===== config.mk =====
export PLATFORM = sky130hd
export DESIGN_NAME = sd_init_top
export DESIGN_NICKNAME = d
export VERILOG_FILES = /design/src/common/sd_pkg.sv /design/src/source/sd_init_top.sv /design/src/source/uart_tx.sv /design/src/sd/sd_init_fsm.sv /design/src/sd/sd_cmd_engine.sv /design/src/sd/sd_clock_gen.sv
export SDC_FILE = /design/constraint.sdc
export NUM_CORES = 1
export LEC_CHECK = 0
export ABC_CLOCK_PERIOD_IN_PS = 7400
export BUFFER_PORTS_ARGS = -buffer_cell sky130_fd_sc_hd__buf_2
export CAP_MARGIN = 0
export CORE_ASPECT_RATIO = 0.6
export CORE_MARGIN = 5
export CORE_UTILIZATION = 68
export DETAILED_ROUTE_END_ITERATION = 8
export PLACE_DENSITY_LB_ADDON = 0.05
export RECOVER_POWER = 50
export SYNTH_ARGS = -nofsm -noshare
export SYNTH_HDL_FRONTEND = slang
export SYNTH_SLANG_ARGS = --single-unit

===== constraint.sdc =====
create_clock -name clk -period 7.4 [get_ports clk]
set_input_delay 1.48 -clock clk [delete_from_list [all_inputs] [get_ports clk]]
set_output_delay 1.48 -clock clk [all_outputs]
set_load 0.005 [all_outputs]

===== src/common/sd_pkg.sv =====
`default_nettype none

package sd_pkg;

  // system clock and card clock ratios
  localparam int SYS_CLK_HZ = 100_000_000;
  // 400 kHz during init
  localparam int SCK_HALF_SLOW = SYS_CLK_HZ / (2 * 400_000);
  // 25 MHz once the card is ready
  localparam int SCK_HALF_FAST = SYS_CLK_HZ / (2 * 25_000_000);

  // cs high with clock running before CMD0
  localparam int POWER_UP_CYCLES = 100_000;
  // card clock bits to wait for a response start bit
  localparam int RESP_TIMEOUT_BITS = 100;
  localparam int CMD0_ATTEMPTS = 10;
  localparam int ACMD41_ATTEMPTS = 10;

  // 115200 baud, 8N1
  localparam int UART_CLKS_PER_BIT = SYS_CLK_HZ / 115_200;

  // command indices
  localparam logic [5:0] CMD_GO_IDLE = 6'd0;
  localparam logic [5:0] CMD_SEND_IF_COND = 6'd8;
  localparam logic [5:0] CMD_APP_CMD = 6'd55;
  localparam logic [5:0] CMD_APP_OP_COND = 6'd41;
  localparam logic [5:0] CMD_READ_OCR = 6'd58;

  // voltage range 2.7-3.6 V, check pattern AA
  localparam logic [31:0] IF_COND_ARG = 32'h0000_01AA;
  // HCS in the ACMD41 argument, CCS in the OCR
  localparam int OCR_HCS_BIT = 30;

  // R1 responses
  localparam logic [7:0] R1_READY = 8'h00;
  localparam logic [7:0] R1_IDLE = 8'h01;
  localparam logic [7:0] R1_ILLEGAL_IDLE = 8'h05;

  // serial trace characters
  localparam logic [7:0] EV_CMD = 8'h73;
  localparam logic [7:0] EV_OK = 8'h4B;
  localparam logic [7:0] EV_FAIL = 8'h45;

  // command engine states
  localparam logic [1:0] ENG_IDLE = 2'd0;
  localparam logic [1:0] ENG_SEND = 2'd1;
  localparam logic [1:0] ENG_WAIT = 2'd2;
  localparam logic [1:0] ENG_RECV = 2'd3;

  // init sequencer phases
  localparam logic [2:0] PH_POWER = 3'd0;
  localparam logic [2:0] PH_EVENT = 3'd1;
  localparam logic [2:0] PH_ISSUE = 3'd2;
  localparam logic [2:0] PH_WAIT = 3'd3;
  localparam logic [2:0] PH_FINAL = 3'd4;
  localparam logic [2:0] PH_HALT = 3'd5;

  // init sequencer steps, one per command
  localparam logic [2:0] ST_CMD0 = 3'd0;
  localparam logic [2:0] ST_CMD8 = 3'd1;
  localparam logic [2:0] ST_CMD58A = 3'd2;
  localparam logic [2:0] ST_CMD55 = 3'd3;
  localparam logic [2:0] ST_ACMD41 = 3'd4;
  localparam logic [2:0] ST_CMD58B = 3'd5;

  // 48-bit SPI command frame, MSB goes out first
  typedef struct packed {
    logic [1:0]  start;
    logic [5:0]  index;
    logic [31:0] arg;
    logic [6:0]  crc;
    logic        stop;
  } sd_cmd_fields_t;

  typedef union packed {
    sd_cmd_fields_t f;
    logic [47:0]    raw;
  } sd_frame_t;

endpackage

`default_nettype wire

===== src/source/sd_init_top.sv =====
`timescale 1ns/1ps
`default_nettype none

module sd_init_top (
  input  logic clk,
  input  logic reset,
  input  logic sd_miso,
  output logic sd_sck,
  output logic sd_mosi,
  output logic sd_cs,
  output logic uart_txd,
  output logic init_done,
  output logic init_error,
  output logic high_capacity
);

  // card clock edges
  logic sck_rise;
  logic sck_fall;
  logic fast_clk;

  // command handshake and response
  logic cmd_valid;
  logic cmd_ready;
  logic [5:0] cmd_index;
  logic [31:0] cmd_arg;
  logic resp_valid;
  logic [7:0] resp_r1;
  logic [31:0] resp_payload;
  logic resp_timeout;

  // trace bytes to the uart
  logic ev_valid;
  logic ev_ready;
  logic [7:0] ev_byte;

  sd_clock_gen u_clock_gen (
    .clk      (clk),
    .reset    (reset),
    .fast_clk (fast_clk),
    .sd_sck   (sd_sck),
    .sck_rise (sck_rise),
    .sck_fall (sck_fall)
  );

  sd_cmd_engine u_cmd_engine (
    .clk          (clk),
    .reset        (reset),
    .sck_rise     (sck_rise),
    .sck_fall     (sck_fall),
    .cmd_valid    (cmd_valid),
    .cmd_index    (cmd_index),
    .cmd_arg      (cmd_arg),
    .sd_miso      (sd_miso),
    .cmd_ready    (cmd_ready),
    .sd_mosi      (sd_mosi),
    .resp_valid   (resp_valid),
    .resp_r1      (resp_r1),
    .resp_payload (resp_payload),
    .resp_timeout (resp_timeout)
  );

  sd_init_fsm u_init_fsm (
    .clk           (clk),
    .reset         (reset),
    .cmd_ready     (cmd_ready),
    .resp_valid    (resp_valid),
    .resp_r1       (resp_r1),
    .resp_payload  (resp_payload),
    .resp_timeout  (resp_timeout),
    .ev_ready      (ev_ready),
    .cmd_valid     (cmd_valid),
    .cmd_index     (cmd_index),
    .cmd_arg       (cmd_arg),
    .sd_cs         (sd_cs),
    .fast_clk      (fast_clk),
    .ev_valid      (ev_valid),
    .ev_byte       (ev_byte),
    .init_done     (init_done),
    .init_error    (init_error),
    .high_capacity (high_capacity)
  );

  uart_tx u_uart_tx (
    .clk      (clk),
    .reset    (reset),
    .ev_valid (ev_valid),
    .ev_byte  (ev_byte),
    .ev_ready (ev_ready),
    .uart_txd (uart_txd)
  );

endmodule

`default_nettype wire


===== src/source/uart_tx.sv =====
`timescale 1ns/1ps
`default_nettype none

module uart_tx (
  input  logic       clk,
  input  logic       reset,
  input  logic       ev_valid,
  input  logic [7:0] ev_byte,
  output logic       ev_ready,
  output logic       uart_txd
);

  logic busy;
  logic [$clog2(sd_pkg::UART_CLKS_PER_BIT)-1:0] clk_cnt;
  // 0 start, 1..8 data, 9 stop
  logic [3:0] bit_idx;
  // data bits then the stop bit, lsb leaves first
  logic [8:0] shifter;

  assign ev_ready = ~busy;

  always_ff @(posedge clk) begin
    if (reset) begin
      busy <= 1'b0;
      clk_cnt <= '0;
      bit_idx <= '0;
      uart_txd <= 1'b1;
    end else if (!busy) begin
      if (ev_valid && ev_ready) begin
        busy <= 1'b1;
        shifter <= {1'b1, ev_byte};
        // start bit
        uart_txd <= 1'b0;
        clk_cnt <= '0;
        bit_idx <= '0;
      end
    end else if (int'(clk_cnt) == sd_pkg::UART_CLKS_PER_BIT - 1) begin
      clk_cnt <= '0;
      if (bit_idx == 4'd9) begin
        // stop bit done, line stays high
        busy <= 1'b0;
      end else begin
        uart_txd <= shifter[0];
        shifter <= {1'b1, shifter[8:1]};
        bit_idx <= bit_idx + 1'b1;
      end
    end else begin
      clk_cnt <= clk_cnt + 1'b1;
    end
  end

endmodule

`default_nettype wire


===== src/sd/sd_init_fsm.sv =====
`timescale 1ns/1ps
`default_nettype none

module sd_init_fsm (
  input  logic        clk,
  input  logic        reset,
  input  logic        cmd_ready,
  input  logic        resp_valid,
  input  logic [7:0]  resp_r1,
  input  logic [31:0] resp_payload,
  input  logic        resp_timeout,
  input  logic        ev_ready,
  output logic        cmd_valid,
  output logic [5:0]  cmd_index,
  output logic [31:0] cmd_arg,
  output logic        sd_cs,
  output logic        fast_clk,
  output logic        ev_valid,
  output logic [7:0]  ev_byte,
  output logic        init_done,
  output logic        init_error,
  output logic        high_capacity
);

  logic [2:0] phase;
  logic [2:0] step;
  logic [$clog2(sd_pkg::POWER_UP_CYCLES)-1:0] pu_cnt;
  logic [$clog2(sd_pkg::CMD0_ATTEMPTS + sd_pkg::ACMD41_ATTEMPTS)-1:0] tries;
  logic card_v2;
  logic [2:0] go_step;
  logic go_fail;
  logic go_done;

  // command for the current step
  always_comb begin
    cmd_arg = '0;
    case (step)
      sd_pkg::ST_CMD0: cmd_index = sd_pkg::CMD_GO_IDLE;
      sd_pkg::ST_CMD8: begin
        cmd_index = sd_pkg::CMD_SEND_IF_COND;
        cmd_arg = sd_pkg::IF_COND_ARG;
      end
      sd_pkg::ST_CMD55: cmd_index = sd_pkg::CMD_APP_CMD;
      sd_pkg::ST_ACMD41: begin
        cmd_index = sd_pkg::CMD_APP_OP_COND;
        // only v2 cards may be asked for high capacity
        if (card_v2) cmd_arg[sd_pkg::OCR_HCS_BIT] = 1'b1;
      end
      default: cmd_index = sd_pkg::CMD_READ_OCR;
    endcase
  end

  // where a response leads
  always_comb begin
    go_step = step;
    go_fail = 1'b0;
    go_done = 1'b0;
    case (step)
      sd_pkg::ST_CMD0: begin
        if (!resp_timeout && resp_r1 == sd_pkg::R1_IDLE) go_step = sd_pkg::ST_CMD8;
        else if (int'(tries) == sd_pkg::CMD0_ATTEMPTS - 1) go_fail = 1'b1;
      end
      sd_pkg::ST_CMD8: begin
        // v1 rejects CMD8, v2 echoes voltage and pattern
        if (!resp_timeout && (resp_r1 == sd_pkg::R1_ILLEGAL_IDLE ||
            (resp_r1 == sd_pkg::R1_IDLE &&
             resp_payload[11:0] == sd_pkg::IF_COND_ARG[11:0]))) begin
          go_step = sd_pkg::ST_CMD58A;
        end else begin
          go_fail = 1'b1;
        end
      end
      sd_pkg::ST_CMD58A: go_step = sd_pkg::ST_CMD55;
      sd_pkg::ST_CMD55: begin
        if (resp_timeout) go_fail = 1'b1;
        else go_step = sd_pkg::ST_ACMD41;
      end
      sd_pkg::ST_ACMD41: begin
        if (!resp_timeout && resp_r1 == sd_pkg::R1_READY) go_step = sd_pkg::ST_CMD58B;
        else if (!resp_timeout && resp_r1 == sd_pkg::R1_IDLE &&
                 int'(tries) != sd_pkg::ACMD41_ATTEMPTS - 1) go_step = sd_pkg::ST_CMD55;
        else go_fail = 1'b1;
      end
      default: go_done = 1'b1;
    endcase
  end

  always_ff @(posedge clk) begin
    if (reset) begin
      phase <= sd_pkg::PH_POWER;
      step <= sd_pkg::ST_CMD0;
      pu_cnt <= '0;
      tries <= '0;
      card_v2 <= 1'b0;
      cmd_valid <= 1'b0;
      ev_valid <= 1'b0;
      sd_cs <= 1'b1;
      fast_clk <= 1'b0;
      init_done <= 1'b0;
      init_error <= 1'b0;
      high_capacity <= 1'b0;
    end else begin
      case (phase)
        sd_pkg::PH_POWER: begin
          // card needs clocks with cs high before CMD0
          if (int'(pu_cnt) == sd_pkg::POWER_UP_CYCLES - 1) begin
            sd_cs <= 1'b0;
            ev_valid <= 1'b1;
            ev_byte <= sd_pkg::EV_CMD;
            phase <= sd_pkg::PH_EVENT;
          end else begin
            pu_cnt <= pu_cnt + 1'b1;
          end
        end
        sd_pkg::PH_EVENT: begin
          // trace byte goes first, command waits on the uart
          if (ev_ready) begin
            ev_valid <= 1'b0;
            cmd_valid <= 1'b1;
            phase <= sd_pkg::PH_ISSUE;
          end
        end
        sd_pkg::PH_ISSUE: begin
          if (cmd_ready) begin
            cmd_valid <= 1'b0;
            phase <= sd_pkg::PH_WAIT;
          end
        end
        sd_pkg::PH_WAIT: begin
          if (resp_valid) begin
            if (step == sd_pkg::ST_CMD8) card_v2 <= (resp_r1 == sd_pkg::R1_IDLE);
            if (step == sd_pkg::ST_CMD58B) begin
              high_capacity <= resp_payload[sd_pkg::OCR_HCS_BIT];
              fast_clk <= 1'b1;
            end
            // one counter serves CMD0 tries and then ACMD41 pairs
            if (step == sd_pkg::ST_CMD0 && go_step == sd_pkg::ST_CMD8) begin
              tries <= '0;
            end else if (step == sd_pkg::ST_CMD0 || step == sd_pkg::ST_ACMD41) begin
              tries <= tries + 1'b1;
            end
            ev_valid <= 1'b1;
            if (go_fail || go_done) begin
              ev_byte <= go_done ? sd_pkg::EV_OK : sd_pkg::EV_FAIL;
              phase <= sd_pkg::PH_FINAL;
            end else begin
              ev_byte <= sd_pkg::EV_CMD;
              step <= go_step;
              phase <= sd_pkg::PH_EVENT;
            end
          end
        end
        sd_pkg::PH_FINAL: begin
          if (ev_ready) begin
            ev_valid <= 1'b0;
            init_done <= (ev_byte == sd_pkg::EV_OK);
            init_error <= (ev_byte != sd_pkg::EV_OK);
            phase <= sd_pkg::PH_HALT;
          end
        end
        // halted until the next reset
        default: phase <= sd_pkg::PH_HALT;
      endcase
    end
  end

endmodule

`default_nettype wire


===== src/sd/sd_cmd_engine.sv =====
`timescale 1ns/1ps
`default_nettype none

module sd_cmd_engine (
  input  logic        clk,
  input  logic        reset,
  input  logic        sck_rise,
  input  logic        sck_fall,
  input  logic        cmd_valid,
  input  logic [5:0]  cmd_index,
  input  logic [31:0] cmd_arg,
  input  logic        sd_miso,
  output logic        cmd_ready,
  output logic        sd_mosi,
  output logic        resp_valid,
  output logic [7:0]  resp_r1,
  output logic [31:0] resp_payload,
  output logic        resp_timeout
);

  logic [1:0] state;
  sd_pkg::sd_frame_t frame;
  logic [6:0] crc;
  logic [5:0] bit_cnt;
  logic [5:0] rx_cnt;
  logic [38:0] rx;
  logic long_resp;
  logic [$clog2(sd_pkg::RESP_TIMEOUT_BITS)-1:0] tout_cnt;
  logic in_crc;

  // one bit of crc7, x^7 + x^3 + 1
  function automatic logic [6:0] crc7_step(input logic [6:0] c, input logic b);
    logic fb;
    fb = c[6] ^ b;
    return {c[5:3], c[2] ^ fb, c[1:0], fb};
  endfunction

  assign cmd_ready = (state == sd_pkg::ENG_IDLE);
  // bits 40..46 carry the computed crc instead of the frame field
  assign in_crc = (bit_cnt >= 6'd40) && (bit_cnt <= 6'd46);

  always_ff @(posedge clk) begin
    if (reset) begin
      state <= sd_pkg::ENG_IDLE;
      sd_mosi <= 1'b1;
      resp_valid <= 1'b0;
      bit_cnt <= '0;
      rx_cnt <= '0;
      tout_cnt <= '0;
      crc <= '0;
      long_resp <= 1'b0;
    end else begin
      resp_valid <= 1'b0;
      case (state)
        sd_pkg::ENG_IDLE: begin
          if (cmd_valid) begin
            frame.f.start <= 2'b01;
            frame.f.index <= cmd_index;
            frame.f.arg <= cmd_arg;
            frame.f.crc <= 7'd0;
            frame.f.stop <= 1'b1;
            crc <= '0;
            bit_cnt <= '0;
            // R7 and R3 carry 32 bits after R1
            long_resp <= (cmd_index == sd_pkg::CMD_SEND_IF_COND) ||
                         (cmd_index == sd_pkg::CMD_READ_OCR);
            state <= sd_pkg::ENG_SEND;
          end
        end
        sd_pkg::ENG_SEND: begin
          // card samples mosi on the rising edge
          if (sck_fall) begin
            if (in_crc) begin
              sd_mosi <= crc[6];
              crc <= {crc[5:0], 1'b0};
            end else begin
              sd_mosi <= frame.raw[47];
              if (bit_cnt < 6'd40) begin
                crc <= crc7_step(crc, frame.raw[47]);
              end
            end
            frame.raw <= {frame.raw[46:0], 1'b1};
            bit_cnt <= bit_cnt + 1'b1;
            if (bit_cnt == 6'd47) begin
              tout_cnt <= '0;
              state <= sd_pkg::ENG_WAIT;
            end
          end
        end
        sd_pkg::ENG_WAIT: begin
          if (sck_rise) begin
            if (!sd_miso) begin
              // start bit is the msb of R1
              rx <= {rx[37:0], 1'b0};
              rx_cnt <= 6'd1;
              state <= sd_pkg::ENG_RECV;
            end else if (int'(tout_cnt) == sd_pkg::RESP_TIMEOUT_BITS - 1) begin
              resp_valid <= 1'b1;
              resp_timeout <= 1'b1;
              resp_r1 <= 8'hFF;
              resp_payload <= '0;
              state <= sd_pkg::ENG_IDLE;
            end else begin
              tout_cnt <= tout_cnt + 1'b1;
            end
          end
        end
        default: begin
          if (sck_rise) begin
            if (rx_cnt == (long_resp ? 6'd39 : 6'd7)) begin
              // last bit goes straight into the outputs
              resp_valid <= 1'b1;
              resp_timeout <= 1'b0;
              if (long_resp) begin
                resp_r1 <= rx[38:31];
                resp_payload <= {rx[30:0], sd_miso};
              end else begin
                resp_r1 <= {rx[6:0], sd_miso};
                resp_payload <= '0;
              end
              state <= sd_pkg::ENG_IDLE;
            end else begin
              rx <= {rx[37:0], sd_miso};
              rx_cnt <= rx_cnt + 1'b1;
            end
          end
        end
      endcase
    end
  end

endmodule

`default_nettype wire


===== src/sd/sd_clock_gen.sv =====
`timescale 1ns/1ps
`default_nettype none

module sd_clock_gen (
  input  logic clk,
  input  logic reset,
  input  logic fast_clk,
  output logic sd_sck,
  output logic sck_rise,
  output logic sck_fall
);

  // sized for the slow half period, the fast one fits easily
  logic [$clog2(sd_pkg::SCK_HALF_SLOW)-1:0] count;
  // rate in use, picked up only at a toggle
  logic fast_sel;

  always_ff @(posedge clk) begin
    if (reset) begin
      count <= '0;
      fast_sel <= 1'b0;
      sd_sck <= 1'b0;
      sck_rise <= 1'b0;
      sck_fall <= 1'b0;
    end else begin
      sck_rise <= 1'b0;
      sck_fall <= 1'b0;
      if (int'(count) == (fast_sel ? sd_pkg::SCK_HALF_FAST : sd_pkg::SCK_HALF_SLOW) - 1) begin
        count <= '0;
        sd_sck <= ~sd_sck;
        // strobe lines up with the new sck level
        sck_rise <= ~sd_sck;
        sck_fall <= sd_sck;
        fast_sel <= fast_clk;
      end else begin
        count <= count + 1'b1;
      end
    end
  end

endmodule

`default_nettype wire


==> flow_metrics.tcl <==
set metrics [dict create \
    dr.pass1.iters 5 \
    die_h_um 100 \
    cts_resized 0 \
    die_x_um 161 \
    grt_overflow 0 \
    grt_max_degree 71 \
    crit_path_start_kind "flop" \
    fp.coreArea_um2 13500 \
    cts_tree "done" \
    p_leak_uw 0.00343 \
    cellPowerDensity_nw_per_um2 290 \
    startpoint "u_uart_tx.clk_cnt[8]$_SDFFE_PP0P_" \
    drive_gt1_frac 0.0705 \
    post-route-util 0.747 \
    io_buffer_count 9 \
    synthFlopType "edfxtp_1" \
    cp_max_fo 19 \
    worstMarginPinSlew_ps 2600 \
    violations "max-capacitance violations, max-slew violations" \
    netlist_area_um2 9280 \
    io_pins 10 \
    crit_type "flop to flop" \
    synth_cell_types 68 \
    fin_skew_ps 11.0 \
    nFillCells 906 \
    first_global_vias 6031 \
    yosys_warnings 0 \
    wl_per_cell_um 17.4 \
    post-cts-setup-buffers 0 \
    multiInputGateArea_um2 3530 \
    synth.ff_latch_count 214 \
    post-dp-hpwl_um 11500 \
    cp-endpoint "u_uart_tx.shifter[2]$_DFFE_PP_" \
    clk_latency_ps 500 \
    final-max-slew-violation-count 102 \
    cp.required_ps 7530 \
    cts_made_buffers 20 \
    regToRegStartpoint "u_uart_tx.clk_cnt[8]$_SDFFE_PP0P_" \
    regArea_um2 5490 \
    yosysSeqAreaShare 0.591 \
    vias 6351 \
    reg2reg_slack_ps 3040 \
    max_freq_ghz 0.229 \
    reg2reg_depth 4 \
    clockBufferDepth 3 \
    syn_inst 840 \
    viasPerCell 6.19 \
    wl_um 17800 \
    cts_num_sinks 214 \
    maxCapViolCount 3 \
    area_growth_pct 8.74 \
    drtIter0Drc 670 \
    vdd_drop_max_uv 188 \
    synth-edff-count 120 \
    finalHoldViolations 0 \
    arrival_ps 4490 \
    r2r_end "u_uart_tx.shifter[2]$_DFFE_PP_" \
    path_clk_slew_ps 70 \
    dp_cells 990 \
    grt_pass1_wl_um 29400 \
    hold_class "flop to flop" \
    gp_routability_congestion 0.902 \
    end_kind "flop" \
    ant_nets 0 \
    diodes 0 \
    finalCritPeriodShare 0.589 \
    dieArea_um2 16200 \
    placementRows 33 \
    fin_setup_tns_ps 0 \
    cts-root-buf "clkbuf_16" \
    relSlewSlack -0.757 \
    setup_ws_ps 3040 \
    final_nets 855 \
    finalNonFillerCells 1026 \
    status "complete, but fails checks" \
    async_reset_ff_frac 0 \
    antenna_found_initial 0 \
    period_minus_slack_ps 4360 \
    syn_nets 858 \
    hold_buffers 0 \
    syn_avg_cell_area_um2 11.0 \
    start_util 0.687 \
    setup_viol_count_final 0 \
    place_worst_setup_slack_ps 3340 \
    htree_levels 1 \
    grtUsageTotal 0.220 \
    rsz0062_at_grt "false" \
    route.detailed.drc 0 \
]
how the worst min path moves through the flow:
stage,startpoint,end,slack [ps],cells after the start
CTS,u_cmd_engine.rx[14]$_DFFE_PP_,u_cmd_engine.rx[15]$_DFFE_PP_,420,0
finish,u_cmd_engine.rx[14]$_DFFE_PP_,u_cmd_engine.rx[15]$_DFFE_PP_,420,0
global route,u_cmd_engine.rx[17]$_DFFE_PP_,u_cmd_engine.rx[18]$_DFFE_PP_,430,0
detailed placement,u_cmd_engine.rx[14]$_DFFE_PP_,u_cmd_engine.rx[15]$_DFFE_PP_,400,0
global placement,u_cmd_engine.rx[14]$_DFFE_PP_,u_cmd_engine.rx[15]$_DFFE_PP_,400,0
floorplan,u_cmd_engine.rx[11]$_DFFE_PP_,u_cmd_engine.rx[12]$_DFFE_PP_,400,0
final cells by class:
class | instances | share of cell area
multi-input combinational | 562 | 0.349
timing repair buffer | 12 | 0.00620
clock buffer | 21 | 0.0500
inverter | 27 | 0.0100
sequential | 214 | 0.544
tap | 175 | 0.0217
clock inverter | 15 | 0.0190
through the flow:
| step | total power (uW) | instance area (um2) | hold slack [ps] |
|---|---|---|---|
| after floorplan | 1760 | 9280 | 400 |
| after global placement | 1840 | 9440 | 403 |
| after global routing | 3050 | 10100 | 433 |
| final | 2920 | 10100 | 420 |
| after detailed placement | 1860 | 9440 | 405 |
| after CTS | 2940 | 10100 | 421 |
cell usage in the layout, fill, tap and decap left out, types with 6 or more instances in the layout:
cell type and n:
xnor2_1 14, a21oi_1 45, nand2b_1 9, mux2i_1 17
nor4bb_1 6, a31oi_1 7, o211ai_1 7, inv_1 27
buf_2 8, nand2_1 62, nor4_1 10, a211oi_1 8
dfxtp_1 94, and2_1 13, clkbuf_16 20, nor3_1 8
edfxtp_1 120, nand3_1 41, xor2_1 13, and3_1 11
and2_0 35, nor2b_1 8, o21ai_0 28, nor2_1 76
or4_1 6, nand4_1 9, a21o_1 8, a22oi_1 8
ha_1 15, or3_1 12
state kept, by name (all words and copies together) (netlist names), 2 cells and up:
register / flops
u_cmd_engine.tout_cnt: 7
u_uart_tx.clk_cnt: 10
u_init_fsm.ev_byte: 4
u_init_fsm.phase: 3
u_init_fsm.tries: 5
u_clock_gen.count: 7
u_cmd_engine.bit_cnt: 6
u_cmd_engine.resp_r1: 8
u_cmd_engine.crc: 7
u_cmd_engine.state: 2
u_cmd_engine.resp_payload: 13
u_uart_tx.bit_idx: 4
u_uart_tx.shifter: 8
u_init_fsm.pu_cnt: 17
u_cmd_engine.rx: 39
u_init_fsm.step: 3
u_cmd_engine.rx_cnt: 6
u_cmd_engine.frame: 47
synthesized netlist by cell type (7+ instances only):
master | count | area share
inv_1 | 27 | 0.011
ha_1 | 15 | 0.020
a21o_1 | 8 | 0.0065
and2_1 | 49 | 0.033
nand3_1 | 41 | 0.022
nor2_1 | 77 | 0.031
nand2b_1 | 9 | 0.0061
nor3_1 | 8 | 0.0043
xnor2_1 | 14 | 0.013
xor2_1 | 13 | 0.012
a22oi_1 | 8 | 0.0065
edfxtp_1 | 120 | 0.39
nor2b_1 | 8 | 0.0054
or3_1 | 12 | 0.0081
nand4_1 | 9 | 0.0061
nor4_1 | 9 | 0.0061
a31oi_1 | 7 | 0.0047
a211oi_1 | 9 | 0.0073
mux2i_1 | 17 | 0.018
and3_1 | 11 | 0.0074
o211ai_1 | 7 | 0.0057
a21oi_1 | 45 | 0.024
o21ai_0 | 27 | 0.015
dfxtp_1 | 94 | 0.20
nand2_1 | 62 | 0.025
clkbuf_1 | 29 | 0.012
power by group:
| group | total, uW | leakage, uW | internal, uW | switching [uW] |
|---|---|---|---|---|
| clock network | 1080 | 0.000341 | 640 | 442 |
| registers | 1430 | 0.00185 | 1370 | 57.6 |
| logic | 416 | 0.00124 | 136 | 280 |
| total | 2920 | 0.00343 | 2140 | 779 |
worst max-delay path: stages (launching register included):
cell and delay (ps):
dfxtp_1 410, or3b_1 390, o41ai_1 2010, nand2_1 510, nor2_1 680
layer usage:
metal | GRT usage | routed length [um]
met4 | 0.0531 | 281
met1 | 0.316 | 8340
met2 | 0.352 | 8070
met5 | 0 | 0
met3 | 0.0429 | 1120
logic make-up after synthesis:
logic type | share of synthesized area
mux | 0.0220
fa+ha+maj | 0.0202
simple gates | 0.200
xor+xnor | 0.0255
compound gates | 0.115
buf+inv | 0.0263
flops | 0.591
(Power assumes the default switching activity.)
